===== config.mk =====
export PLATFORM = sky130hd
export DESIGN_NAME = interrupt_controller
export DESIGN_NICKNAME = d
export VERILOG_FILES = /design/src/common/amber_pkg.sv /design/src/irq/interrupt_controller.sv
export SDC_FILE = /design/constraint.sdc
export NUM_CORES = 1
export LEC_CHECK = 0
export BUFFER_PORTS_ARGS = -buffer_cell sky130_fd_sc_hd__buf_2
export CELL_PAD_IN_SITES_DETAIL_PLACEMENT = 0
export CELL_PAD_IN_SITES_GLOBAL_PLACEMENT = 1
export CORE_UTILIZATION = 27
export CTS_BUF_LIST = sky130_fd_sc_hd__clkbuf_16
export DETAILED_ROUTE_END_ITERATION = 16
export HOLD_SLACK_MARGIN = 0.05
export MAX_ROUTING_LAYER = met4
export PLACE_DENSITY = 0.95
export SYNTH_ARGS = -nofsm -noshare
export SYNTH_HDL_FRONTEND = slang
export SYNTH_SLANG_ARGS = --single-unit

===== constraint.sdc =====
create_clock -name i_clk -period 1.4 [get_ports i_clk]
set_input_delay 0 -clock i_clk [delete_from_list [all_inputs] [get_ports i_clk]]
set_output_delay 0 -clock i_clk [all_outputs]
set_load 0.02 [all_outputs]

===== src/common/amber_pkg.sv =====
package amber_pkg;

    // --------------------------------------------------
    // wishbone bus
    // --------------------------------------------------
    localparam int WB_DWIDTH = 32;
    localparam int WB_SWIDTH = 4;
    localparam int WB_AWIDTH = 32;

    typedef logic [WB_DWIDTH-1:0] wb_dat_t;
    typedef logic [WB_SWIDTH-1:0] wb_sel_t;
    typedef logic [WB_AWIDTH-1:0] wb_adr_t;

    // --------------------------------------------------
    // address map
    // --------------------------------------------------
    // region is the top address byte
    localparam logic [7:0] REGION_BOOT_MEM = 8'h00;
    localparam logic [7:0] REGION_TIMER    = 8'h13;
    localparam logic [7:0] REGION_IRQ      = 8'h14;
    localparam logic [7:0] REGION_TEST     = 8'hF0;

    // decoded targets, SLV_NONE for anything unmapped
    typedef enum logic [2:0] {
        SLV_BOOT_MEM,
        SLV_TIMER,
        SLV_IRQ,
        SLV_TEST,
        SLV_NONE
    } slave_e;

    // default sizes
    localparam int BOOT_MEM_WORDS = 2048;
    localparam int N_TIMERS       = 3;
    localparam int N_IRQ_SRC      = 8;

    // interrupt source bit positions, others tied low
    typedef enum int unsigned {
        SRC_TEST   = 1,
        SRC_TIMER0 = 2,
        SRC_TIMER1 = 3,
        SRC_TIMER2 = 4
    } irq_src_e;

    // timer registers, adr[3:2]; timer index in adr[9:8]
    typedef enum logic [1:0] {
        TMR_LOAD  = 2'd0,
        TMR_VALUE = 2'd1,
        TMR_CTRL  = 2'd2,
        TMR_CLR   = 2'd3
    } tmr_reg_e;

    localparam int TMR_CTRL_EN_BIT  = 7;
    localparam int TMR_CTRL_PER_BIT = 6;

    // interrupt controller registers, adr[5:2]
    typedef enum logic [3:0] {
        IRQ_STATUS  = 4'd0,
        IRQ_RAW     = 4'd1,
        IRQ_EN_SET  = 4'd2,
        IRQ_EN_CLR  = 4'd3,
        FIRQ_STATUS = 4'd8,
        FIRQ_RAW    = 4'd9,
        FIRQ_EN_SET = 4'd10,
        FIRQ_EN_CLR = 4'd11
    } irq_reg_e;

    // test module registers, adr[3:2]
    typedef enum logic [1:0] {
        TST_LED  = 2'd0,
        TST_IRQ  = 2'd1,
        TST_FIRQ = 2'd2,
        TST_ID   = 2'd3
    } test_reg_e;

    localparam wb_dat_t TEST_ID_VALUE = 32'hA23_0001;

    // replace only the bytes whose select bit is set
    function automatic wb_dat_t byte_merge(wb_dat_t old_dat, wb_dat_t new_dat, wb_sel_t sel);
        wb_dat_t res;
        res = old_dat;
        for (int b = 0; b < WB_SWIDTH; b++) begin
            if (sel[b]) begin
                res[8*b +: 8] = new_dat[8*b +: 8];
            end
        end
        return res;
    endfunction

endpackage


===== src/irq/interrupt_controller.sv =====
`timescale 1ns/1ns

module interrupt_controller #(
    parameter int N_TIMERS = amber_pkg::N_TIMERS
) (
    input  logic                i_clk,
    input  logic                i_arst_n,
    input  logic                i_wr,
    input  amber_pkg::wb_adr_t  i_adr,
    input  amber_pkg::wb_dat_t  i_dat,
    output amber_pkg::wb_dat_t  o_rdat,
    input  logic                i_test_irq,
    input  logic                i_test_firq,
    input  logic [N_TIMERS-1:0] i_timer_int,
    output logic                o_irq,
    output logic                o_firq
);
    import amber_pkg::*;

    logic [N_IRQ_SRC-1:0] irq_raw;
    logic [N_IRQ_SRC-1:0] firq_raw;
    logic [N_IRQ_SRC-1:0] irq_en;
    logic [N_IRQ_SRC-1:0] firq_en;
    logic [N_IRQ_SRC-1:0] irq_status;
    logic [N_IRQ_SRC-1:0] firq_status;
    irq_reg_e             reg_sel;

    assign reg_sel = irq_reg_e'(i_adr[5:2]);

    // raw source vectors, timers feed both
    always_comb begin
        irq_raw  = '0;
        firq_raw = '0;
        irq_raw[SRC_TEST]  = i_test_irq;
        firq_raw[SRC_TEST] = i_test_firq;
        for (int k = 0; k < N_TIMERS; k++) begin
            if (int'(SRC_TIMER0) + k < N_IRQ_SRC) begin
                irq_raw[int'(SRC_TIMER0) + k]  = i_timer_int[k];
                firq_raw[int'(SRC_TIMER0) + k] = i_timer_int[k];
            end
        end
    end

    assign irq_status  = irq_raw & irq_en;
    assign firq_status = firq_raw & firq_en;

    // read mux, set/clear offsets read back the mask
    always_comb begin
        o_rdat = '0;
        case (reg_sel)
            IRQ_STATUS:               o_rdat[N_IRQ_SRC-1:0] = irq_status;
            IRQ_RAW:                  o_rdat[N_IRQ_SRC-1:0] = irq_raw;
            IRQ_EN_SET, IRQ_EN_CLR:   o_rdat[N_IRQ_SRC-1:0] = irq_en;
            FIRQ_STATUS:              o_rdat[N_IRQ_SRC-1:0] = firq_status;
            FIRQ_RAW:                 o_rdat[N_IRQ_SRC-1:0] = firq_raw;
            FIRQ_EN_SET, FIRQ_EN_CLR: o_rdat[N_IRQ_SRC-1:0] = firq_en;
            default:                  o_rdat = '0;
        endcase
    end

    always_ff @(posedge i_clk or negedge i_arst_n) begin
        if (!i_arst_n) begin
            irq_en  <= '0;
            firq_en <= '0;
            o_irq   <= 1'b0;
            o_firq  <= 1'b0;
        end else begin
            if (i_wr) begin
                case (reg_sel)
                    IRQ_EN_SET:  irq_en  <= irq_en | i_dat[N_IRQ_SRC-1:0];
                    IRQ_EN_CLR:  irq_en  <= irq_en & ~i_dat[N_IRQ_SRC-1:0];
                    FIRQ_EN_SET: firq_en <= firq_en | i_dat[N_IRQ_SRC-1:0];
                    FIRQ_EN_CLR: firq_en <= firq_en & ~i_dat[N_IRQ_SRC-1:0];
                    default: ;
                endcase
            end
            // one cycle behind the masked sources
            o_irq  <= |irq_status;
            o_firq <= |firq_status;
        end
    end

endmodule


# After elaboration in Yosys (flattened, before gate mapping)
# Index checks and enable logic that the tools add are counted.
# W data, S select, Z words.
word_totals:
  register_bits: 18
  input_bits: 72
  output_inout_bits: 34
  word_cells: 30
op_classes:
  eq_ne: 7
  n_mux: 3
  bitwise_logic: 7
  reduce_logical: 9
op_table:
  columns: ["op", "count"]
  rows:
  - ["$pmux W8 S6", 1]
  - ["$pmux W8 S2", 2]
  - ["$and A5 B8 Y8", 2]
  - ["$and A8 B8 Y8", 2]
  - ["$eq A4 B4 Y1 const B", 4]
  - ["$or A8 B8 Y8", 2]
  - ["$reduce_or A8 Y1", 2]
  - ["$eq A4 B2 Y1 const B", 2]
  - ["$not A8 Y8", 1]
  - ["$eq A4 B1 Y1 const B", 1]
  - ["$logic_not A4 Y1", 1]
  - ["$reduce_and A2 Y1", 2]
  - ["$reduce_bool A2 Y1", 2]
  - ["$reduce_or A2 Y1", 2]

# Depth between registers and ports, before layout
depth:
  depth_word: 3
  ltp_mapped: 4
  depth_no_buf: 3

# Worst setup path before layout
# No wires, ideal clock.
synth_path:
  path_type: "register to output"
  from: "reg (tool-made name)"
  to: "out o_rdat[1]"
  arrival_ps: 990
  t_required_ps: 1400
  setup_slack_ps: 410
  stages_incl_launch_ff: 3
  n_path_buf: 0
  path_cell_list: "dfrtp_1 -> mux2i_1 -> a211oi_1"
synth_rtl:
  columns: ["item", "line", "source"]
  rows:
  - ["to (decl)", "interrupt_controller.sv:11", "output amber_pkg::wb_dat_t o_rdat,"]

# Final worst setup path
layout_path:
  from: "in i_timer_int[1]"
  to: "reg o_irq"
layout_via:
  elab_chain_len: 2
layout_rtl:
  columns: ["item", "line", "source"]
  rows:
  - ["from (decl)", "interrupt_controller.sv:14", "input logic [N_TIMERS-1:0] i_timer_int,"]
  - ["$and A5 B8 Y8", "interrupt_controller.sv:44", "assign irq_status = irq_raw & irq_en;"]
  - ["$reduce_or A8 Y1", "interrupt_controller.sv:78", "o_irq <= |irq_status;"]
  - ["to (signal assigned)", "interrupt_controller.sv:78", null]
  - ["to (decl)", "interrupt_controller.sv:15", "output logic o_irq,"]
# No other way between the ends.
# A chain may end at the register's enable or synchronous reset.

==> impl_results.md <==
- Count of nets after finishing: 244
- Most frequent CP cell: dlygate4sd3_1
- Post-layout util: 36.9%
- GPL Wtd Cong: 0.856
- Hold/Removal Path Class: primary input to asynchronous set/reset pin
- Via count: 914
- Worst setup EP type: register
- Max-slew violations: 0
- Type of the worst setup path: primary input to register
- First-pass GRT wire length: 3940 um
- Initial antenna violation count: 0
- Routed Antenna Nets: 0
- Worst-case clock buffer depth: 2
- Die Y: 68.0 um
- Status: finished clean
- Die ar.: 0.00462 mm2
- PwrDens: 1160 mW/mm2
- Area grow syn2layout: 28.2%
- Fmax achieved: 744 MHz
- Avg Cell Area, Syn: 9.32 um2
- Part of the Yosys area used for sequential elements: 38.3%
- Initial DRT Pass Iterations: 4
- Hold Vio Cnt, Final: 0
- Number of cell rows: 23
- GRT Residual Overflow: 0
- Remaining DRCs: 0
- Antenna fix cells: 0
- Initial Utilization: 28.8%
- Cts bufs inserted: 3
- Largest fanout on the critical path: 3
- Number of global-route vias before repair: 840
- #FFs+latches synth: 18
- Endpoints failing setup: 0
- Half-perimeter wire length after placement: 1760 um
- Clock sink count: 18
- Share of cells above drive strength 1: 21.8%
- Largest net degree at the start of global routing: 19
- Drt wl/cell: 11.7 um
- Area share of fa/ha/maj cells after synthesis: 0%
- Vias per cell: 4.15
- Post-Route WL: 2570 um
- All-Layer GR Usage: 12.5%
- Leak pwr: 0.866 nW
- Port Buffers: 29
- Tmin final: 1.34 ns
- Max VDD drop: 0.000415 V
- Largest stage delay on the critical path: 0.58 ns
- Fin Setup TNS: 0 ns
- Yosys cell types: 19
- IO Pins: 106
- Startpoint types: primary input
- Clk slew on worst S/H paths: 0.05 ns
- Core area: 0.00409 mm2
- Compound-gate portion of the synthesized area: 6.71%
- Synth Warn #: 0
- Number of DRC markers in iteration 0: 36
- Main combinational cell family by area after synthesis: buffers and inverters
- Max-Cap Viols: 0
- Mux cell area share after synthesis: 19.6%
- CTS H-tree lvls: 1
- TritonCTS clock tree: yes
- Worst-Skew Late Latency: 0.25 ns
- Final period util: 96.0%
- Synth Area in XOR/XNOR: 0%
- Die X: 68.0 um
- Worst Path Arrival: 1.48 ns
- Synth Instances: 126
- CP Cell Sequence: dlygate4sd3_1 > buf_2 > a22oi_1 > dlygate4sd3_1 > nand2_1
- Post-synthesis cell area: 0.00117 mm2
- CP max stage cell: dlygate4sd3_1
- Post-synthesis simple-gate area fraction: 11.7%
- Root Buffer: clkbuf_16
- Final Skew: 0.000940 ns
- RSZ-0062 raised after global routing: false
- Req. time, crit path: 1.53 ns
[cell usage in the layout (no fill, tap or decap)]
master and instances:
buf_2 29, conb_1 24, mux2i_1 23, dfrtp_1 18, nand2_1 16, dlygate4sd3_1 16, inv_1 15, nor2_1 7
a211oi_1 5, a22oi_1 3, clkbuf_16 3, buf_4 2, or2b_1 1, nand2b_2 1, nor2b_1 1, a22oi_2 1
and4bb_1 1, and4b_1 1, nand2_2 1, a21oi_1 1, a31oi_1 1
[kinds of logic (layout without fill, tap and decap cells)]
| family | count (synthesis) | after routing |
|---|---|---|
| mux | 23 | 23 |
| simple gates | 29 | 29 |
| compound gates | 11 | 11 |
| other cells | 1 | 24 |
| flops | 18 | 18 |
| buf+inv | 44 | 65 |
[path summary, 6_finish.rpt]
path / start / end / slack, ns / cells after the start
max: i_timer_int[1] / o_irq / 0.06 / 5
min: i_arst_n / asynchronous set/reset pin / 0.21 / 2
max reg2reg: register / o_irq / 0.07 / 3
min reg2reg: register / register / 0.52 / 2
max in group asynchronous: i_arst_n / asynchronous set/reset pin / 0.90 / 2
min in group i_clk: i_adr[2] / register / 0.21 / 3
[cell usage after synthesis]
cell type	count	share of area [%]
buf_4	25	16
mux2i_1	23	20
dfrtp_1	18	38
nand2_1	16	5.1
inv_1	15	4.8
nor2_1	7	2.2
a211oi_1	5	3.2
a22oi_1	4	2.6
buf_6	2	1.9
clkbuf_1	2	0.64
a21oi_1	1	0.43
a31oi_1	1	0.53
and4b_1	1	0.85
and4bb_1	1	1.1
conb_1	1	0.32
nand2_2	1	0.53
nand2b_2	1	0.75
nor2b_1	1	0.53
or2b_1	1	0.64
[critical path, delay by kind of cell]
| kind | cells | cell delay, ns |
|---|---|---|
| buffers and inverters | 3 | 1.25 |
| and+or+nand+nor | 1 | 0.07 |
| AOI/OAI and AO/OA | 1 | 0.17 |
[metrics by stage]
| stage | hold WS, ns | worst slack (ns) | cells | cell area, um2 | power, mW |
|---|---|---|---|---|---|
| 6_report | 0.206 | 0.0559 | 220 | 1510 | 1.74 |
| 5_1_grt | 0.227 | 0.00521 | 220 | 1510 | 1.86 |
| 4_1_cts | 0.210 | 0.0942 | 221 | 1510 | 1.76 |
| 3_5_place_dp | -0.0464 | 0.337 | 201 | 1270 | 1.13 |
| 3_3_place_gp | -0.0526 | 0.354 | 201 | 1270 | 1.12 |
| 2_1_floorplan | -0.296 | 0.410 | 149 | 1260 | 1.06 |
[metal layers]
| layer | vias to the layer above | part of all wire, % | track usage (%) | routed length [um] |
|---|---|---|---|---|
| li1 | 451 | - | - | - |
| met1 | 421 | 39 | 13.3 | 1000 |
| met2 | 33 | 51 | 20.5 | 1320 |
| met3 | 9 | 5.8 | 3.00 | 149 |
| met4 | 0 | 3.7 | 8.33 | 95 |
| met5 | - | 0 | - | 0 |
[layout make-up]
cell class	instances	area (um2)
Fill cell	428	2580
Multi-Input combinational cell	87	542
Sequential cell	18	450
Timing Repair Buffer	47	320
Clock buffer	3	75.1
Tap cell	50	62.6
Inverter	15	56.3
[report_power, final]
part	switching [mW]	internal [mW]
Sequential	0.0761	0.640
Combinational	0.266	0.204
Clock	0.182	0.375
Total	0.524	1.22
[what timing repair did]
item | 4_1_cts | 5_1_grt
gates resized for setup | 0 | 1
hold buffers | 17 | 0
endpoints found under the hold margin | 36 | 0
buffers inserted | 0 | 0
setup endpoints to repair | 0 | 1
No activity file was read; power rests on OpenSTA's default activity.
