$ cat src/common/amber_pkg.sv
package amber_pkg;

    // --------------------------------------------------
    // wishbone bus
    // --------------------------------------------------
    localparam int WB_DWIDTH = 32;
    localparam int WB_SWIDTH = 4;
    localparam int WB_AWIDTH = 32;

    typedef logic [WB_DWIDTH-1:0] wb_dat_t;
    typedef logic [WB_SWIDTH-1:0] wb_sel_t;
    typedef logic [WB_AWIDTH-1:0] wb_adr_t;

    // --------------------------------------------------
    // address map
    // --------------------------------------------------
    // region is the top address byte
    localparam logic [7:0] REGION_BOOT_MEM = 8'h00;
    localparam logic [7:0] REGION_TIMER    = 8'h13;
    localparam logic [7:0] REGION_IRQ      = 8'h14;
    localparam logic [7:0] REGION_TEST     = 8'hF0;

    // decoded targets, SLV_NONE for anything unmapped
    typedef enum logic [2:0] {
        SLV_BOOT_MEM,
        SLV_TIMER,
        SLV_IRQ,
        SLV_TEST,
        SLV_NONE
    } slave_e;

    // default sizes
    localparam int BOOT_MEM_WORDS = 2048;
    localparam int N_TIMERS       = 3;
    localparam int N_IRQ_SRC      = 8;

    // interrupt source bit positions, others tied low
    typedef enum int unsigned {
        SRC_TEST   = 1,
        SRC_TIMER0 = 2,
        SRC_TIMER1 = 3,
        SRC_TIMER2 = 4
    } irq_src_e;

    // timer registers, adr[3:2]; timer index in adr[9:8]
    typedef enum logic [1:0] {
        TMR_LOAD  = 2'd0,
        TMR_VALUE = 2'd1,
        TMR_CTRL  = 2'd2,
        TMR_CLR   = 2'd3
    } tmr_reg_e;

    localparam int TMR_CTRL_EN_BIT  = 7;
    localparam int TMR_CTRL_PER_BIT = 6;

    // interrupt controller registers, adr[5:2]
    typedef enum logic [3:0] {
        IRQ_STATUS  = 4'd0,
        IRQ_RAW     = 4'd1,
        IRQ_EN_SET  = 4'd2,
        IRQ_EN_CLR  = 4'd3,
        FIRQ_STATUS = 4'd8,
        FIRQ_RAW    = 4'd9,
        FIRQ_EN_SET = 4'd10,
        FIRQ_EN_CLR = 4'd11
    } irq_reg_e;

    // test module registers, adr[3:2]
    typedef enum logic [1:0] {
        TST_LED  = 2'd0,
        TST_IRQ  = 2'd1,
        TST_FIRQ = 2'd2,
        TST_ID   = 2'd3
    } test_reg_e;

    localparam wb_dat_t TEST_ID_VALUE = 32'hA23_0001;

    // replace only the bytes whose select bit is set
    function automatic wb_dat_t byte_merge(wb_dat_t old_dat, wb_dat_t new_dat, wb_sel_t sel);
        wb_dat_t res;
        res = old_dat;
        for (int b = 0; b < WB_SWIDTH; b++) begin
            if (sel[b]) begin
                res[8*b +: 8] = new_dat[8*b +: 8];
            end
        end
        return res;
    endfunction

endpackage

$ cat src/logic/wb_decoder.sv
`timescale 1ns/1ns

module wb_decoder (
    input  logic               i_clk,
    input  logic               i_arst_n,
    input  amber_pkg::wb_adr_t i_wb_adr,
    input  amber_pkg::wb_sel_t i_wb_sel,
    input  logic               i_wb_we,
    input  amber_pkg::wb_dat_t i_wb_dat,
    input  logic               i_wb_cyc,
    input  logic               i_wb_stb,
    output amber_pkg::wb_dat_t o_wb_dat,
    output logic               o_wb_ack,
    output logic               o_wb_err,
    output logic               o_boot_wr,
    output logic               o_timer_wr,
    output logic               o_irq_wr,
    output logic               o_test_wr,
    input  amber_pkg::wb_dat_t i_boot_rdat,
    input  amber_pkg::wb_dat_t i_timer_rdat,
    input  amber_pkg::wb_dat_t i_irq_rdat,
    input  amber_pkg::wb_dat_t i_test_rdat
);
    import amber_pkg::*;

    slave_e  slv;
    logic    accept;
    logic    wr;
    logic    sel_any;
    wb_dat_t rdat_mux;

    // region decode on top address byte
    always_comb begin
        case (i_wb_adr[WB_AWIDTH-1 -: 8])
            REGION_BOOT_MEM: slv = SLV_BOOT_MEM;
            REGION_TIMER:    slv = SLV_TIMER;
            REGION_IRQ:      slv = SLV_IRQ;
            REGION_TEST:     slv = SLV_TEST;
            default:         slv = SLV_NONE;
        endcase
    end

    // one access per handshake, blocked while ack/err is out
    assign accept = i_wb_cyc & i_wb_stb & ~o_wb_ack & ~o_wb_err;
    // partial selects still count as a write for the slave
    assign sel_any = |i_wb_sel;
    assign wr     = accept & i_wb_we & sel_any;

    assign o_boot_wr  = wr & (slv == SLV_BOOT_MEM);
    assign o_timer_wr = wr & (slv == SLV_TIMER);
    assign o_irq_wr   = wr & (slv == SLV_IRQ);
    assign o_test_wr  = wr & (slv == SLV_TEST);

    // read select, unmapped reads zero
    always_comb begin
        case (slv)
            SLV_BOOT_MEM: rdat_mux = i_boot_rdat;
            SLV_TIMER:    rdat_mux = i_timer_rdat;
            SLV_IRQ:      rdat_mux = i_irq_rdat;
            SLV_TEST:     rdat_mux = i_test_rdat;
            default:      rdat_mux = '0;
        endcase
    end

    always_ff @(posedge i_clk or negedge i_arst_n) begin
        if (!i_arst_n) begin
            o_wb_ack <= 1'b0;
            o_wb_err <= 1'b0;
            o_wb_dat <= '0;
        end else begin
            // single-cycle response
            o_wb_ack <= accept & (slv != SLV_NONE);
            o_wb_err <= accept & (slv == SLV_NONE);
            if (accept) begin
                o_wb_dat <= rdat_mux;
            end
        end
    end

endmodule

$ cat config.mk
export PLATFORM = sky130hd
export DESIGN_NAME = wb_decoder
export DESIGN_NICKNAME = d
export VERILOG_FILES = /design/src/common/amber_pkg.sv /design/src/logic/wb_decoder.sv
export SDC_FILE = /design/constraint.sdc
export NUM_CORES = 1
export LEC_CHECK = 0
export ABC_AREA = 1
export BUFFER_PORTS_ARGS = -buffer_cell sky130_fd_sc_hd__clkbuf_2
export CORE_AREA = 4 4 91 93
export DETAILED_ROUTE_END_ITERATION = 10
export DIE_AREA = 0 0 95 97
export HOLD_SLACK_MARGIN = 0.03
export MAX_ROUTING_LAYER = met4
export PLACE_DENSITY = 0.71
export SYNTH_ARGS = -nofsm -noshare
export SYNTH_HDL_FRONTEND = slang
export SYNTH_SLANG_ARGS = --single-unit
$ cat constraint.sdc
create_clock -name i_clk -period 2.6 [get_ports i_clk]
set_input_delay 0 -clock i_clk [delete_from_list [all_inputs] [get_ports i_clk]]
set_output_delay 0 -clock i_clk [all_outputs]
set_load 0.02 [all_outputs]
Word level (Yosys, flattened, before mapping). Index checks and enable logic that the tools add are counted.

Flip-flop bits (word level): 34. Input bits: 201. Output and inout bits: 38. Word-level logic and storage cells: 29.

Equal/unequal tests: 8. Muxes and demuxes: 2. Bitwise logic cells: 13. Reduce and logical (&&, ||, !) cells: 3.

Operators with widths (number): $pmux W32 S4 (1); $eq A8 B5 Y1 const B (2); $pmux W3 S4 (1); $and A1 B1 Y1 (11); $eq A8 B8 Y1 const B (1); $logic_not A8 Y1 (1); $eq A3 B2 Y1 const B (2); $reduce_or A4 Y1 (1); $eq A3 B1 Y1 const B (1); $eq A3 B3 Y1 const B (1); $logic_not A3 Y1 (1); $ne A3 B3 Y1 const B (1); $not A1 Y1 (2).

Logic depth before layout (Yosys ltp).
Depth after elaboration: 6. Gate-level depth with buffers: 9. Depth with buffers taken out: 7.

Worst setup path before layout. OpenSTA, ideal clock, no wires.

Kind: register to register. Start point: register o_wb_ack. End point: register o_wb_dat[10]. Library setup time: 0.066 ns. Arrival: 1.224 ns. Required time: 2.534 ns. Path slack: 1.310 ns. Cell stages (with the launch flop): 8. Buffers on the path: 2. Period minus slack after synthesis: 1.290 ns. Cell sequence: dfrtp_1 > nor2_1 > and3_1 > buf_6 > inv_2 > clkbuf_1 > nand2_1 > nand2_1.

Word-level cells in the longest chain between the ends: 3.

RTL lines: from (decl) (RTL line wb_decoder.sv:13) `output logic o_wb_ack,`; from (signal assigned) (RTL line wb_decoder.sv:72) `o_wb_ack <= accept & (slv != SLV_NONE);`; $not A1 Y1 (RTL line wb_decoder.sv:44) `assign accept = i_wb_cyc & i_wb_stb & ~o_wb_ack & ~o_wb_err;`; $and A1 B1 Y1 (2 in a row) (RTL line wb_decoder.sv:44); to (signal assigned) (RTL line wb_decoder.sv:75) `o_wb_dat <= rdat_mux;`; to (decl) (RTL line wb_decoder.sv:12) `output amber_pkg::wb_dat_t o_wb_dat,`.

No other way between the ends. A chain may end at the register's enable or synchronous reset.

Final worst setup path.
Start point: register o_wb_ack. End point: output port o_test_wr.

Word-level cells in the longest chain between the ends: 6.

RTL lines: $not A1 Y1 (RTL line wb_decoder.sv:44); $and A1 B1 Y1 (2 in a row) (RTL line wb_decoder.sv:44); $and A1 B1 Y1 (2 in a row) (RTL line wb_decoder.sv:47) `assign wr = accept & i_wb_we & sel_any;`; $and A1 B1 Y1 (RTL line wb_decoder.sv:52) `assign o_test_wr = wr & (slv == SLV_TEST);`; to (decl) (RTL line wb_decoder.sv:18) `output logic o_test_wr,`.

No other way between the ends.

==> results by group <==
Worst setup path
  – Worst path most repeated cell: sky130_fd_sc_hd__nor2_1
  – Worst path max stage delay: 0.39 ns
  – Data required time of the worst path: 2.60 ns
  – Startpoint type of the worst setup path: register
  – Critical path class: register to output pin
  – Setup crit end kind: output pin
  – Max FO, Critical Path: 21
  – Cell breakdown of the critical path: nor2_1, and3_1, buf_4, nand3b_1, nor2_1, clkbuf_2
  – Data arrival time of the worst path: 1.72 ns
  – Critical-path cell with the highest stage delay: sky130_fd_sc_hd__dfrtp_1

CTS
  – Clock buffer depth: 2
  – Total setup buffers inserted after CTS: 0
  – Clock root buffer: sky130_fd_sc_hd__clkbuf_8
  – Skew-Pair Late Insertion Delay: 0.28 ns
  – Post-CTS clock slew at the launch and capture registers of the worst setup and hold paths: 0.07 ns
  – CTS H-tree lvls: 2
  – Total CTS buffers: 5
  – Sinks on Clock Net: 34
  – CTS-repair resized insts: 0
  – TritonCTS clock tree: done

Cells and area
  – Number of inserted diodes: 0
  – Total Nets Final: 784
  – Proportion of layout cells with a drive suffix above 1: 0.346
  – Most common library cell in the layout ignoring fill and taps: sky130_fd_sc_hd__clkbuf_2
  – Synth-to-layout area growth: 50.0%
  – Post-route core utilization: 0.491
  – Most frequent cells in the layout: sky130_fd_sc_hd__clkbuf_2 (182), sky130_fd_sc_hd__nand2_1 (173), sky130_fd_sc_hd__nand3_1 (96), sky130_fd_sc_hd__dfrtp_1 (34), sky130_fd_sc_hd__o21ai_1 (32)
  – FILL cells: 808

Timing
  – Unrepaired setup endpoints after global routing: no
  – Sum of negative setup slack: 0 ns
  – Portion of the clock cycle consumed by the worst path in the final layout: 0.662
  – Total count of max-transition violations in the final report: 0
  – Maximum clock frequency: 581 MHz
  – Finish-stage setup viols: 0
  – Final count of hold timing violations: 0
  – Transition time at the pin with the least slew margin: 0.850 ns
  – Final worst clock skew: 0.00291 ns
  – Final worst path period need: 1.72 ns
  – Slew Limit Headroom: 0.433

Die
  – Boundary pin count: 239
  – Row count: 32
  – Core area: 7530 um2
  – Effective utilization at floorplan: 0.327
  – Total die area: 9220 um2
  – Die outline width: 95 um
  – Height of the die: 97 um

Drt
  – Drt pass-1 iters: 4
  – Total via count after detailed routing: 3308
  – # DRC: 0
  – Total wirelength of the detailed-routed design: 9500 um
  – Routed vias/inst: 4.83
  – DRC violation total after the first TritonRoute iteration: 99
  – Remaining number of nets flagged by the antenna check after routing: 0
  – WL per Instance: 13.9 um

Power and ir drop
  – Design internal power: 0.835 mW
  – Part of the total power dissipated in combinational logic: 0.209
  – Pleak: 2.31 nW
  – PD cells: 309 nW/um2
  – Proportion of power drawn by flip-flops and latches: 0.472
  – Sw frac: 0.268
  – Clock share of power: 0.319
  – Overall power after layout: 1.14 mW
  – Largest vdd supply drop: 0.217 mV
  – Power spent charging and discharging nets: 0.306 mW

Job
  – Max-cap violation count: 0

Global routing
  – Total routing usage reported by global routing: 0.208
  – Overflow left after global routing: 0
  – Global-route wire length before repair: 14900 um
  – Initial antenna violation count: 0
  – Number of global-route vias before repair: 3273
  – Largest net degree at the start of global routing: 37

Yosys
  – Cell area after synthesis: 2460 um2
  – Number of distinct library cell variants in the gate-level netlist after synthesis: 18
  – Flop and latch count out of synthesis: 34
  – Avg Inst Size Synth: 6.25 um2
  – Cell type with the highest aggregate area in the netlist: sky130_fd_sc_hd__dfrtp_1
  – Top cells by area, synth: sky130_fd_sc_hd__dfrtp_1 (35%), sky130_fd_sc_hd__nand2_1 (26%), sky130_fd_sc_hd__nand3_1 (20%)
  – Number of cells produced by synthesis: 394
  – Fraction of synthesized cell area taken by the top area cell type: 0.345
  – Number of synthesis warnings: 0
  – Fraction of the yosys area taken by sequential cells: 0.345
  – Synthesized netlist net count: 595

Placed design
  – Detail Placement HPWL: 6540 um
  – Placer congestion estimate: 0.749
  – Port Buf Inserts: 182

Min path
  – Worst hold path class: input pin to register

Run status
  – Status: finished, final reports clean
==> state kept, by name, indices dropped and copies added (netlist names) <==
register and cells:
o_wb_ack 1, o_wb_dat 32, o_wb_err 1
==> cells by family (layout without fill, tap and decap cells) <==
logic type             Yosys count  after routing  synth area share
and+or+nand+nor                289            289             0.502
buffers and inverters           39            228            0.0879
DFF                             34             34             0.345
AOI/OAI and AO/OA               32             32            0.0650
==> synthesized netlist by cell type, drive strengths merged <==
cell type and n:
clkbuf 2, nand3b 1, buf 27, nor4 1, o21ai 32, nor2 15, nand2 173, nand4 1
and2 1, nand3 96, dfrtp 34, and3 1, inv 10
==> worst max-delay path: cells and delay by family (launching register included) <==
kind / cells / cell delay (ns)
buf+inv: 2 / 0.45
flops: 1 / 0.39
simple gates: 4 / 0.59
==> worst paths after layout <==
check	cells after the start	endpoint	start	slack, ns
setup reg to reg	6	o_wb_dat[23]$_DFFE_PN0P_	o_wb_ack$_DFF_PN0_	1.11
max in group asynchronous	2	o_wb_dat[28]$_DFFE_PN0P_	i_arst_n	1.69
hold / removal	5	o_wb_dat[26]$_DFFE_PN0P_	i_boot_rdat[26]	0.03
hold reg to reg	2	o_wb_dat[3]$_DFFE_PN0P_	o_wb_dat[3]$_DFFE_PN0P_	0.48
setup / recovery	6	o_test_wr	o_wb_ack$_DFF_PN0_	0.88
min in group asynchronous	2	o_wb_dat[21]$_DFFE_PN0P_	i_arst_n	0.38
==> power groups by stage <==
stage | Sequential (mW) | Clock, mW | Combinational (mW)
3_5_place_dp | 0.548 | 0 | 0.209
5_1_grt | 0.539 | 0.408 | 0.263
2_1_floorplan | 0.556 | 0 | 0.0627
6_report | 0.538 | 0.364 | 0.239
4_1_cts | 0.538 | 0.379 | 0.237
3_3_place_gp | 0.548 | 0 | 0.207
==> layout make-up <==
cell class / instances / area [um2] / share of cell area
Timing Repair Buffer: 211 / 1200 / 0.324
Multi-Input combinational cell: 321 / 1400 / 0.379
Tap cell: 102 / 128 / 0.0345
Sequential cell: 34 / 851 / 0.230
Clock inverter: 2 / 10.0 / 0.00271
Inverter: 10 / 37.5 / 0.0102
Clock buffer: 5 / 68.8 / 0.0186
==> timing repair <==
action / CTS / global route
endpoints found under the hold margin: 56 / 0
hold buffers: 23 / 0
endpoints found under the setup margin: 0 / 0
==> metrics by stage <==
| stage | instances | setup WS [ns] | hold slack (ns) | instance area, um2 |
|---|---|---|---|---|
| global route | 685 | 0.680 | 0.0452 | 3690 |
| finish | 685 | 0.879 | 0.0332 | 3690 |
| CTS | 685 | 0.901 | 0.0327 | 3690 |
| detailed placement | 655 | 1.09 | 0.153 | 3390 |
| floorplan | 394 | 1.31 | -0.296 | 2460 |
| global placement | 655 | 1.13 | 0.138 | 3390 |
==> routing by layer <==
metal  track usage  part of all wire  routed length, um  vias up
met5             -                 0                  0        -
met4        0.0677             0.020                192        0
met3        0.0451             0.094                889       17
met2         0.352              0.48               4590      162
met1         0.243              0.40               3820     1469
li1              -                 -                  -     1660
(Power assumes the default switching activity.)
