<file path="src/common/amber_pkg.sv">
package amber_pkg;

    // --------------------------------------------------
    // wishbone bus
    // --------------------------------------------------
    localparam int WB_DWIDTH = 32;
    localparam int WB_SWIDTH = 4;
    localparam int WB_AWIDTH = 32;

    typedef logic [WB_DWIDTH-1:0] wb_dat_t;
    typedef logic [WB_SWIDTH-1:0] wb_sel_t;
    typedef logic [WB_AWIDTH-1:0] wb_adr_t;

    // --------------------------------------------------
    // address map
    // --------------------------------------------------
    // region is the top address byte
    localparam logic [7:0] REGION_BOOT_MEM = 8'h00;
    localparam logic [7:0] REGION_TIMER    = 8'h13;
    localparam logic [7:0] REGION_IRQ      = 8'h14;
    localparam logic [7:0] REGION_TEST     = 8'hF0;

    // decoded targets, SLV_NONE for anything unmapped
    typedef enum logic [2:0] {
        SLV_BOOT_MEM,
        SLV_TIMER,
        SLV_IRQ,
        SLV_TEST,
        SLV_NONE
    } slave_e;

    // default sizes
    localparam int BOOT_MEM_WORDS = 2048;
    localparam int N_TIMERS       = 3;
    localparam int N_IRQ_SRC      = 8;

    // interrupt source bit positions, others tied low
    typedef enum int unsigned {
        SRC_TEST   = 1,
        SRC_TIMER0 = 2,
        SRC_TIMER1 = 3,
        SRC_TIMER2 = 4
    } irq_src_e;

    // timer registers, adr[3:2]; timer index in adr[9:8]
    typedef enum logic [1:0] {
        TMR_LOAD  = 2'd0,
        TMR_VALUE = 2'd1,
        TMR_CTRL  = 2'd2,
        TMR_CLR   = 2'd3
    } tmr_reg_e;

    localparam int TMR_CTRL_EN_BIT  = 7;
    localparam int TMR_CTRL_PER_BIT = 6;

    // interrupt controller registers, adr[5:2]
    typedef enum logic [3:0] {
        IRQ_STATUS  = 4'd0,
        IRQ_RAW     = 4'd1,
        IRQ_EN_SET  = 4'd2,
        IRQ_EN_CLR  = 4'd3,
        FIRQ_STATUS = 4'd8,
        FIRQ_RAW    = 4'd9,
        FIRQ_EN_SET = 4'd10,
        FIRQ_EN_CLR = 4'd11
    } irq_reg_e;

    // test module registers, adr[3:2]
    typedef enum logic [1:0] {
        TST_LED  = 2'd0,
        TST_IRQ  = 2'd1,
        TST_FIRQ = 2'd2,
        TST_ID   = 2'd3
    } test_reg_e;

    localparam wb_dat_t TEST_ID_VALUE = 32'hA23_0001;

    // replace only the bytes whose select bit is set
    function automatic wb_dat_t byte_merge(wb_dat_t old_dat, wb_dat_t new_dat, wb_sel_t sel);
        wb_dat_t res;
        res = old_dat;
        for (int b = 0; b < WB_SWIDTH; b++) begin
            if (sel[b]) begin
                res[8*b +: 8] = new_dat[8*b +: 8];
            end
        end
        return res;
    endfunction

endpackage

</file>
<file path="src/timer/timer_module.sv">
`timescale 1ns/1ns

module timer_module #(
    parameter int N = amber_pkg::N_TIMERS
) (
    input  logic               i_clk,
    input  logic               i_arst_n,
    input  logic               i_wr,
    input  amber_pkg::wb_adr_t i_adr,
    input  amber_pkg::wb_sel_t i_sel,
    input  amber_pkg::wb_dat_t i_dat,
    output amber_pkg::wb_dat_t o_rdat,
    output logic [N-1:0]       o_timer_int
);
    import amber_pkg::*;

    // per-timer state
    wb_dat_t      load  [N];
    wb_dat_t      count [N];
    logic [N-1:0] en;
    logic [N-1:0] per;
    logic [N-1:0] irq;

    logic [1:0]   tmr_idx;
    tmr_reg_e     reg_sel;
    logic         idx_ok;
    wb_dat_t      load_wdat;

    assign tmr_idx = i_adr[9:8];
    assign reg_sel = tmr_reg_e'(i_adr[3:2]);
    // index 3 is a hole when N < 4
    assign idx_ok  = (int'(tmr_idx) < N);

    assign load_wdat   = byte_merge(idx_ok ? load[tmr_idx] : '0, i_dat, i_sel);
    assign o_timer_int = irq;

    // --------------------------------------------------
    // read mux
    // --------------------------------------------------
    always_comb begin
        o_rdat = '0;
        if (idx_ok) begin
            case (reg_sel)
                TMR_LOAD:  o_rdat = load[tmr_idx];
                TMR_VALUE: o_rdat = count[tmr_idx];
                TMR_CTRL: begin
                    o_rdat[TMR_CTRL_EN_BIT]  = en[tmr_idx];
                    o_rdat[TMR_CTRL_PER_BIT] = per[tmr_idx];
                end
                default:   o_rdat = '0;
            endcase
        end
    end

    // --------------------------------------------------
    // down-counters and register writes
    // --------------------------------------------------
    always_ff @(posedge i_clk or negedge i_arst_n) begin
        if (!i_arst_n) begin
            for (int t = 0; t < N; t++) begin
                load[t]  <= '0;
                count[t] <= '0;
            end
            en  <= '0;
            per <= '0;
            irq <= '0;
        end else begin
            for (int t = 0; t < N; t++) begin
                if (en[t]) begin
                    if (count[t] == '0) begin
                        // zero reached, flag and reload or stop
                        irq[t] <= 1'b1;
                        if (per[t]) begin
                            count[t] <= load[t];
                        end else begin
                            en[t] <= 1'b0;
                        end
                    end else begin
                        count[t] <= count[t] - 1'b1;
                    end
                end
            end

            // bus write overrides the count step
            if (i_wr && idx_ok) begin
                case (reg_sel)
                    TMR_LOAD: begin
                        load[tmr_idx]  <= load_wdat;
                        count[tmr_idx] <= load_wdat;
                    end
                    TMR_CTRL: begin
                        if (i_sel[0]) begin
                            en[tmr_idx]  <= i_dat[TMR_CTRL_EN_BIT];
                            per[tmr_idx] <= i_dat[TMR_CTRL_PER_BIT];
                        end
                    end
                    TMR_CLR:  irq[tmr_idx] <= 1'b0;
                    default: ;
                endcase
            end
        end
    end

endmodule
</file>
<file path="config.mk">
export PLATFORM = sky130hd
export DESIGN_NAME = timer_module
export DESIGN_NICKNAME = d
export VERILOG_FILES = /design/src/common/amber_pkg.sv /design/src/timer/timer_module.sv
export SDC_FILE = /design/constraint.sdc
export NUM_CORES = 1
export LEC_CHECK = 0
export BUFFER_PORTS_ARGS = -buffer_cell sky130_fd_sc_hd__buf_2
export CAP_MARGIN = 0
export CORE_ASPECT_RATIO = 1.5
export CORE_MARGIN = 2
export CORE_UTILIZATION = 50
export CTS_CLUSTER_SIZE = 40
export DETAILED_ROUTE_END_ITERATION = 12
export PLACE_DENSITY = 0.72
export SYNTH_ARGS = -nofsm -noshare
export SYNTH_HDL_FRONTEND = slang
export SYNTH_SLANG_ARGS = --single-unit
export TNS_END_PERCENT = 100
</file>
<file path="constraint.sdc">
create_clock -name i_clk -period 3 [get_ports i_clk]
set_clock_uncertainty 0.1 [all_clocks]
set_input_delay 0.15 -clock i_clk [delete_from_list [all_inputs] [get_ports i_clk]]
set_output_delay 0.15 -clock i_clk [all_outputs]
set_load 0.02 [all_outputs]
</file>
# After elaboration in Yosys (flattened, before gate mapping)
# Index checks and enable logic that the tools add are counted.
# classes
n_lt_le_gt_ge,5
mux,58
n_reduce_logical,9
n_bitwise,3
eq_ne,3
n_addsub,3
# op_table
cell,count
2-to-1 mux 32 bit,16
bitwise mux 96 bit,2
2-to-1 mux 96 bit,2
binary-select mux 32 bit (select 2 bit),2
zero test 32 bit,3
"subtractor 32 x 1 -> 32 bit, second input constant",3
demux 32 bit (select 2 bit),1
one-hot mux 24 bit (2 select lines),1
2-to-1 mux 8 bit,4
2-to-1 mux 1 bit,18
2-to-1 mux 3 bit,5
one-hot mux 6 bit (2 select lines),1
bitwise mux 3 bit,2
one-hot mux 2 bit (3 select lines),1
binary-select mux 1 bit (select 2 bit),2
"== test 2 bit, second input constant",2
AND 3 bit,1
">= comparator 3 bit, second input constant",1
logical AND 1 bit,3
"< comparator 2 x 3 -> 1 bit, second input constant",1
"< comparator 3 x 1 -> 1 bit, second input constant",1
inverter 2 -> 3 bit,1
inverter 3 bit,1
AND reduction 3 bit,1
other kinds (6),6
# word_totals
regBits,201

# Depth between registers and ports, before layout
# Gate-level depths: netlist of the first run.
# logic_depth
word_depth,9
mapped_depth,11
mapped_depth_nobuf,8

# Worst setup path after synthesis of the first run
# OpenSTA, ideal clock, no wires.
# synth_timing
path_kind,flip-flop to flip-flop
from,register count[87] (netlist name)
to,register count[88] (netlist name)
path_buffers,3
setup_time_ns,0.142
arrival_ns,2.575
setup_slack_ns,0.183
path_stages_with_launch,10
t_required_ns,2.758
period_less_slack_ns,2.817
path_cell_list,dfrtp_1 > buf_6 > or4_4 > or4_4 > buf_6 > nor4_4 > buf_6 > nor4_1 > o211ai_1 > o221ai_1
# synth_via
elab_chain_len,6
# synth_lines
element,line,rtl
"start, declared",timer_module.sv:19,wb_dat_t count [N];
"start signal, assigned by index",timer_module.sv:74,count[t] <= load[t];
"start signal, assigned by index",timer_module.sv:79,count[t] <= count[t] - 1'b1;
"start signal, assigned by index",timer_module.sv:89,count[tmr_idx] <= load_wdat;
subtractor 32 x 1 -> 32 bit or zero test 32 bit (tied branches),"timer_module.sv:79, timer_module.sv:70",
2-to-1 mux 32 bit *,timer_module.sv:70,if (count[t] == '0) begin
2-to-1 mux 32 bit *,timer_module.sv:69,if (en[t]) begin
bitwise mux 96 bit,timer_module.sv:89,
2-to-1 mux 96 bit,timer_module.sv:86,case (reg_sel)
2-to-1 mux 96 bit *,timer_module.sv:85,if (i_wr && idx_ok) begin
# Every way passes the cells marked *; elsewhere a longest branch is shown, timed or not.
# A chain may end at the register's enable or synchronous reset.

# Worst setup path after layout of the first run
# layout_timing
from,register count[12] (netlist name)
to,register count[8] (netlist name)
# layout_via
elab_chain_len,6
# layout_lines
element,line
zero test 32 bit *,timer_module.sv:70
2-to-1 mux 32 bit *,timer_module.sv:70
2-to-1 mux 32 bit *,timer_module.sv:69
bitwise mux 96 bit,timer_module.sv:89
2-to-1 mux 96 bit,timer_module.sv:86
2-to-1 mux 96 bit *,timer_module.sv:85
# Marked as above.

==> results of run 1 <==
## routing by layer
layer	vias up	part of all wire (%)	global-route usage, %
met1	6784	39	49.1
met5	-	0	0
met3	153	8.2	4.42
met2	782	47	58.4
met4	0	5.7	19.8
li1	6303	-	-
## final timing paths
path,startpoint,to,slack [ps],cells past startpoint
max,count[12],count[8],90,8
max reg2reg,count[12],count[8],90,8
max in group asynchronous,i_arst_n,count[58],1860,3
min,i_dat[26],load[58],30,4
min reg2reg,load[48],load[48],380,1
min in group asynchronous,i_arst_n,load[65],140,2
## where the power goes
group          internal [mW]  switching (mW)
clock network           1.72            1.20
logic                   1.34            2.07
registers               3.37           0.901
## cells by family (layout without fill, tap and decap cells)
logic type | Yosys count | after routing | synth area share, %
mux | 117 | 117 | 9.00
buf+inv | 153 | 291 | 4.79
fa+ha+maj | 4 | 4 | 0.377
flops | 201 | 201 | 37.8
compound gates | 506 | 506 | 24.9
xor+xnor | 1 | 1 | 0.0659
simple gates | 655 | 655 | 23.0
## repair_timing
item	CTS	global route
endpoints found under the hold margin	108	0
gates resized for setup	0	0
hold buffers	15	0
## cells in the final DEF, fill, tap and decap left out, types with 9 or more instances in the layout
| cell | n |
|---|---|
| or3_1 | 26 |
| or4_1 | 9 |
| dlygate4sd3_1 | 15 |
| nor2b_1 | 9 |
| a21o_1 | 11 |
| o31ai_1 | 12 |
| o21ai_0 | 165 |
| buf_4 | 117 |
| buf_2 | 75 |
| mux2i_1 | 97 |
| a31oi_1 | 20 |
| o22ai_1 | 30 |
| nor4_1 | 20 |
| o211ai_1 | 39 |
| o21a_1 | 9 |
| dfrtp_1 | 201 |
| clkbuf_16 | 23 |
| a22oi_1 | 14 |
| nor2_1 | 141 |
| and3_1 | 13 |
| nand4_1 | 20 |
| nand2b_1 | 16 |
| nand3_1 | 45 |
| nor3_1 | 50 |
| a211oi_1 | 28 |
| nand2_1 | 260 |
| inv_1 | 36 |
| mux2_2 | 20 |
| o221ai_1 | 14 |
| a21oi_1 | 77 |
## metrics by stage
stage	hold WS [ps]	utilization, %
finish	28.1	59.1
global route	21.0	59.1
CTS	9.26	59.1
detailed placement	150	55.6
global placement	144	55.6
floorplan	-246	-
## area by class of cell
| class | count | area [sq um] | share of cell area, % |
|---|---|---|---|
| multi-input cells | 1283 | 7650 | 49.2 |
| flip-flops and latches | 201 | 5030 | 32.4 |
| repair buffers | 214 | 1540 | 9.89 |
| clock buffers | 32 | 669 | 4.31 |
| well taps | 337 | 422 | 2.71 |
| inverters | 37 | 139 | 0.893 |
| clock inverters | 8 | 96.3 | 0.620 |
## registers in the layout, indices dropped and copies added, names as in the netlist
name and cells:
per 3, en 3, count 96, load 96
o_timer_int 3
## critical path: stages, from the launching register on
cell and delay [ps]:
dfrtp_1 430, nor3_1 520, nand4_1 300, buf_4 240, nor4_1 660, buf_4 220
nor2_1 50, a22oi_1 150, o22ai_1 110
==> impl_metrics.py, run 1 <==
metrics = {
    "global_routing": {
        "grtUsageTotal_pct": 36.9,
        "grt_overflow_total": 0,
        "grt_pass1_wl_um": 77900,
        "grt_max_degree": 81,
        "grt_pass1_vias": 13100,
        "antenna_found_initial": 0,
    },
    "pwr": {
        "totalPowerFinal_mw": 10.6,
        "power_leakage_nw": 6.81,
        "power_density_mw_per_mm2": 682,
        "vdd_drop_max_uv": 470,
    },
    "sta": {
        "slew_violations": 0,
        "fin_crit_sh_pct": 97.1,
        "final-hold-violation-count": 0,
        "fin_ws_ps": 85.7,
        "fmax_mhz": 343,
        "tightest_slew_ps": 931,
        "rsz0062_at_grt": "false",
        "max-slew-margin-rel_pct": 37.7,
        "tns_ps": 0,
        "period_minus_slack_ps": 2910,
        "finalSetupViolCount": 0,
    },
    "detailed_routing": {
        "drt_wl_total_um": 51900,
        "drc": 0,
        "drt-pass1-iter-count": 5,
        "ant_nets": 0,
        "wl_per_cell_um": 24.6,
        "first_iter_violations": 1444,
        "dr_total_vias": 14000,
        "vias_per_cell": 6.64,
    },
    "floorplan": {
        "initial_core_util_pct": 50.5,
        "row_count": 73,
        "coreArea_sq_mm": 0.0263,
        "die_w_um": 137,
        "dieArea_sq_mm": 0.0279,
        "io_pins": 106,
        "die_h_um": 204,
    },
    "synthesis": {
        "synth_area_leaders": "dfrtp_1 38%, nand2_1 7.4%, mux2i_1 7.3%, o21ai_0 6.2%, nor2_1 4.0%",
        "yosysWarnings": 0,
        "yosysMostFrequentCell": "nand2_1",
        "synth_edf_count": 0,
        "yosysSeqAreaShare_pct": 37.8,
        "syn-cell-area_sq_mm": 0.0133,
        "synth-seq-cells": 201,
        "avgSynthCellArea_sq_um": 8.12,
        "syn_inst": 1637,
        "yosysTopAreaCell": "dfrtp_1",
        "ys.flop_type": "dfrtp_1",
        "synth_nets": 1712,
        "synth_common_cells": "263 x nand2_1, 201 x dfrtp_1, 165 x o21ai_0, 143 x nor2_1, 97 x mux2i_1",
        "async_reset_ff_share_pct": 100,
        "yosysTopAreaCellShare_pct": 37.8,
        "ys_types": 86,
    },
    "clock_tree": {
        "postCtsSetupRepairBufs": 0,
        "cts.sink_count": 201,
        "root_buffer": "clkbuf_16",
        "clock_path_buffers": 3,
        "htree_num_levels": 1,
        "path_clk_slew_ps": 60,
        "clock_latency_ps": 520,
        "cts_tree": "yes",
        "cts_buffers": 22,
    },
    "critical_path": {
        "cp_max_fo": 5,
        "crit_arrival_ps": 3200,
        "crit_required_ps": 3290,
        "cp-end-kind": "flip-flop",
        "critPathLaunchType": "flip-flop",
        "setup.worst_path.class": "reg2reg",
    },
    "finish": {
        "areaGrowthSynthToFinish_pct": 17.0,
        "antenna_cells": 0,
        "layout-drive-gt1-share_pct": 16.6,
        "fillers": 2403,
        "nets": 1834,
        "finalInstanceArea_sq_mm": 0.0155,
        "stdcell_count": 2112,
    },
    "place": {
        "hpwl_um": 39000,
        "finalWeightedCongestion": 1.09,
        "io_buffers": 77,
        "preCtsSetupSlack_ps": 193,
        "dpl_cell_area_sq_mm": 0.0146,
        "post-place-cells": 2057,
    },
    "worst_hold_path": {
        "hold_class": "in2reg",
    },
    "outcome": {
        "status": "completed",
    },
    "run": {
        "cap_violations": 0,
    },
}
Power figures use the tool's default switching activity.
==> inputs of run 2 (changes only) <==
--- a/config.mk
+++ b/config.mk
@@ -13,5 +13,5 @@
 export CTS_CLUSTER_SIZE = 40
 export DETAILED_ROUTE_END_ITERATION = 12
-export PLACE_DENSITY = 0.72
+export PLACE_DENSITY = 0.68
 export SYNTH_ARGS = -nofsm -noshare
 export SYNTH_HDL_FRONTEND = slang
==> constraint.sdc (replaced) <==
create_clock -name i_clk -period 3 [get_ports i_clk]
set_clock_uncertainty 0.1 [all_clocks]
set_input_delay 0.6 -clock i_clk [delete_from_list [all_inputs] [get_ports i_clk]]
set_output_delay 0.6 -clock i_clk [all_outputs]
set_load 0.02 [all_outputs]
==> run 2 against run 1 <==
Effect of this change: the run now ends with negative hold slack left; combinational power rose by 4%; count of clock-buffer cells in the layout is 2 lower; worst setup slack got worse by 21 ps; global-route usage rose by 0.90 points; power grew 4.1%; design area up 1.4%; register-to-register slack got worse by 20 ps; critical path depth is the same; sequential cell count unchanged; critical path type unchanged; highest routed layer unchanged.
==> impl_metrics.py, run 2 (same netlist as run 1, synthesis figures left out) <==
metrics = {
    "sta": {
        "fin_crit_sh_pct": 97.9,
        "period_minus_slack_ps": 2940,
        "final-hold-violation-count": 5,
        "slew_violations": 0,
        "finalSetupViolCount": 0,
        "tns_ps": 0,
        "fmax_mhz": 341,
        "whs_ps": -5.55,
        "tightest_slew_ps": 1220,
        "rsz0062_at_grt": "false",
        "max-slew-margin-rel_pct": 18.2,
    },
    "critical_path": {
        "cpPeakStageDelay_ps": 710,
        "crit_cells": 8,
        "path_cells": "nor4_2 -> nand4_1 -> buf_4 -> nor4_1 -> buf_4 -> nor2_1 -> a22oi_1 -> o22ai_1",
        "r2r_slack_ps": 60,
        "crit_buf_inv": 2,
        "r2r-end": "count[8]",
        "r2r-start": "count[17]",
        "ff2ff_path_depth": 8,
        "crit_arrival_ps": 3240,
        "critPathLaunchType": "flip-flop",
        "cp_max_fo": 6,
        "crit_slowest_cell": "nor4_1",
        "cpMostUsedCell": "buf_4",
        "setup.worst_path.class": "reg2reg",
        "critPathTopFamily": "simple AND/OR/NAND/NOR gates",
        "cp-end-kind": "flip-flop",
        "crit_required_ps": 3300,
    },
    "place": {
        "io_buffers": 77,
        "finalWeightedCongestion": 1.02,
        "hpwl_um": 39900,
    },
    "clock_tree": {
        "cts_buffers": 23,
        "clock_path_buffers": 3,
        "cts-resized-gates": 0,
        "htree_num_levels": 1,
        "holdBufCountCts": 0,
        "cts.sink_count": 201,
        "root_buffer": "clkbuf_16",
        "postCtsSetupRepairBufs": 0,
        "clock_latency_ps": 540,
        "path_clk_slew_ps": 60,
        "cts_tree": "yes",
    },
    "detailed_routing": {
        "wl_per_cell_um": 24.9,
        "drt-pass1-iter-count": 8,
        "ant_nets": 0,
        "dr_total_vias": 13900,
        "vias_per_cell": 6.55,
        "first_iter_violations": 1380,
        "drt_wl_total_um": 52700,
        "drc": 0,
    },
    "global_routing": {
        "grt_pass1_wl_um": 79400,
        "grtUsageTotal_pct": 37.8,
        "grt_max_degree": 79,
        "grt_overflow_total": 0,
        "grt_pass1_vias": 13100,
        "antenna_found_initial": 0,
    },
    "floorplan": {
        "io_pins": 106,
        "row_count": 73,
        "initial_core_util_pct": 50.5,
        "coreArea_sq_mm": 0.0263,
        "dieArea_sq_mm": 0.0279,
        "die_h_um": 204,
        "die_w_um": 137,
    },
    "outcome": {
        "failed_checks": "negative hold slack",
        "status": "finished, violations left",
    },
    "pwr": {
        "vdd_drop_max_uv": 536,
        "totalPowerFinal_mw": 11.0,
        "power_leakage_nw": 6.92,
        "power_density_mw_per_mm2": 700,
    },
    "run": {
        "cap_violations": 0,
    },
    "finish": {
        "mostFrequentLayoutCell": "nand2_1",
        "antenna_cells": 0,
        "layout_common_cells": "260 x nand2_1, 201 x dfrtp_1, 165 x o21ai_0",
        "fillers": 2442,
        "top_regs": "count x96, load x96",
        "nets": 1844,
        "layout-drive-gt1-share_pct": 18.7,
        "areaGrowthSynthToFinish_pct": 18.6,
    },
    "worst_hold_path": {
        "hold_class": "in2async",
    },
}
## run 2: cell types whose count changed in the layout (fill, tap and decap cells not counted), sizes merged
cell / delta
clkinv: -1
bufinv: +4
buf: +24
clkinvlp: -1
clkbuf: -2
dlygate4sd3: -15
## run 2: power by group
group | switching [mW] | total (mW) | internal (mW)
combinational | 2.14 | 3.55 | 1.41
clock | 1.23 | 3.22 | 1.99
sequential | 0.879 | 4.25 | 3.38
## run 2: layout make-up
class                   instances  area [sq um]  area share [%]
clock inverters                10           204            1.29
clock buffers                  30           632            4.01
inverters                      37           139           0.881
repair buffers                223          1630            10.3
flip-flops and latches        201          5030            31.9
well taps                     337           422            2.68
multi-input cells            1283          7700            48.9
## run 2: how the worst max path moves through the flow
stage / start / end / slack, ps
after global routing: count[64] / count[78] / 50
final: count[17] / count[8] / 60
after detailed placement: count[88] / count[75] / 180
after global placement: i_adr[9] / o_rdat[6] / 170
after floorplan: i_adr[9] / o_rdat[5] / 5
after CTS: count[88] / count[75] / 150
## run 2: routing by layer
layer  vias up  part of all wire (%)  GRT usage [%]
met5         -                     0              0
met4         0                   5.7           19.1
met3       157                   7.6           4.18
met2       724                    45           58.4
met1      6699                    41           52.3
li1       6314                     -              -
## run 2: worst reg2reg max path: stages (launching register included)
cell and delay [ps]:
dfrtp_1 440, nor4_2 550, nand4_1 210, buf_4 210
nor4_1 710, buf_4 240, nor2_1 60, a22oi_1 160
o22ai_1 110
## run 2: stage by stage
| stage | hold slack, ps | area (sq um) | cells | setup WS (ps) | util [%] |
|---|---|---|---|---|---|
| after floorplan | 204 | 13300 | 1637 | 4.97 | - |
| final | -5.55 | 15800 | 2121 | 64.3 | 59.9 |
| after global routing | 62.4 | 15800 | 2121 | 54.0 | 59.9 |
| after global placement | 360 | 14900 | 2081 | 167 | 56.7 |
| after detailed placement | 370 | 14900 | 2081 | 176 | 56.7 |
| after CTS | 33.0 | 15800 | 2121 | 145 | 59.9 |
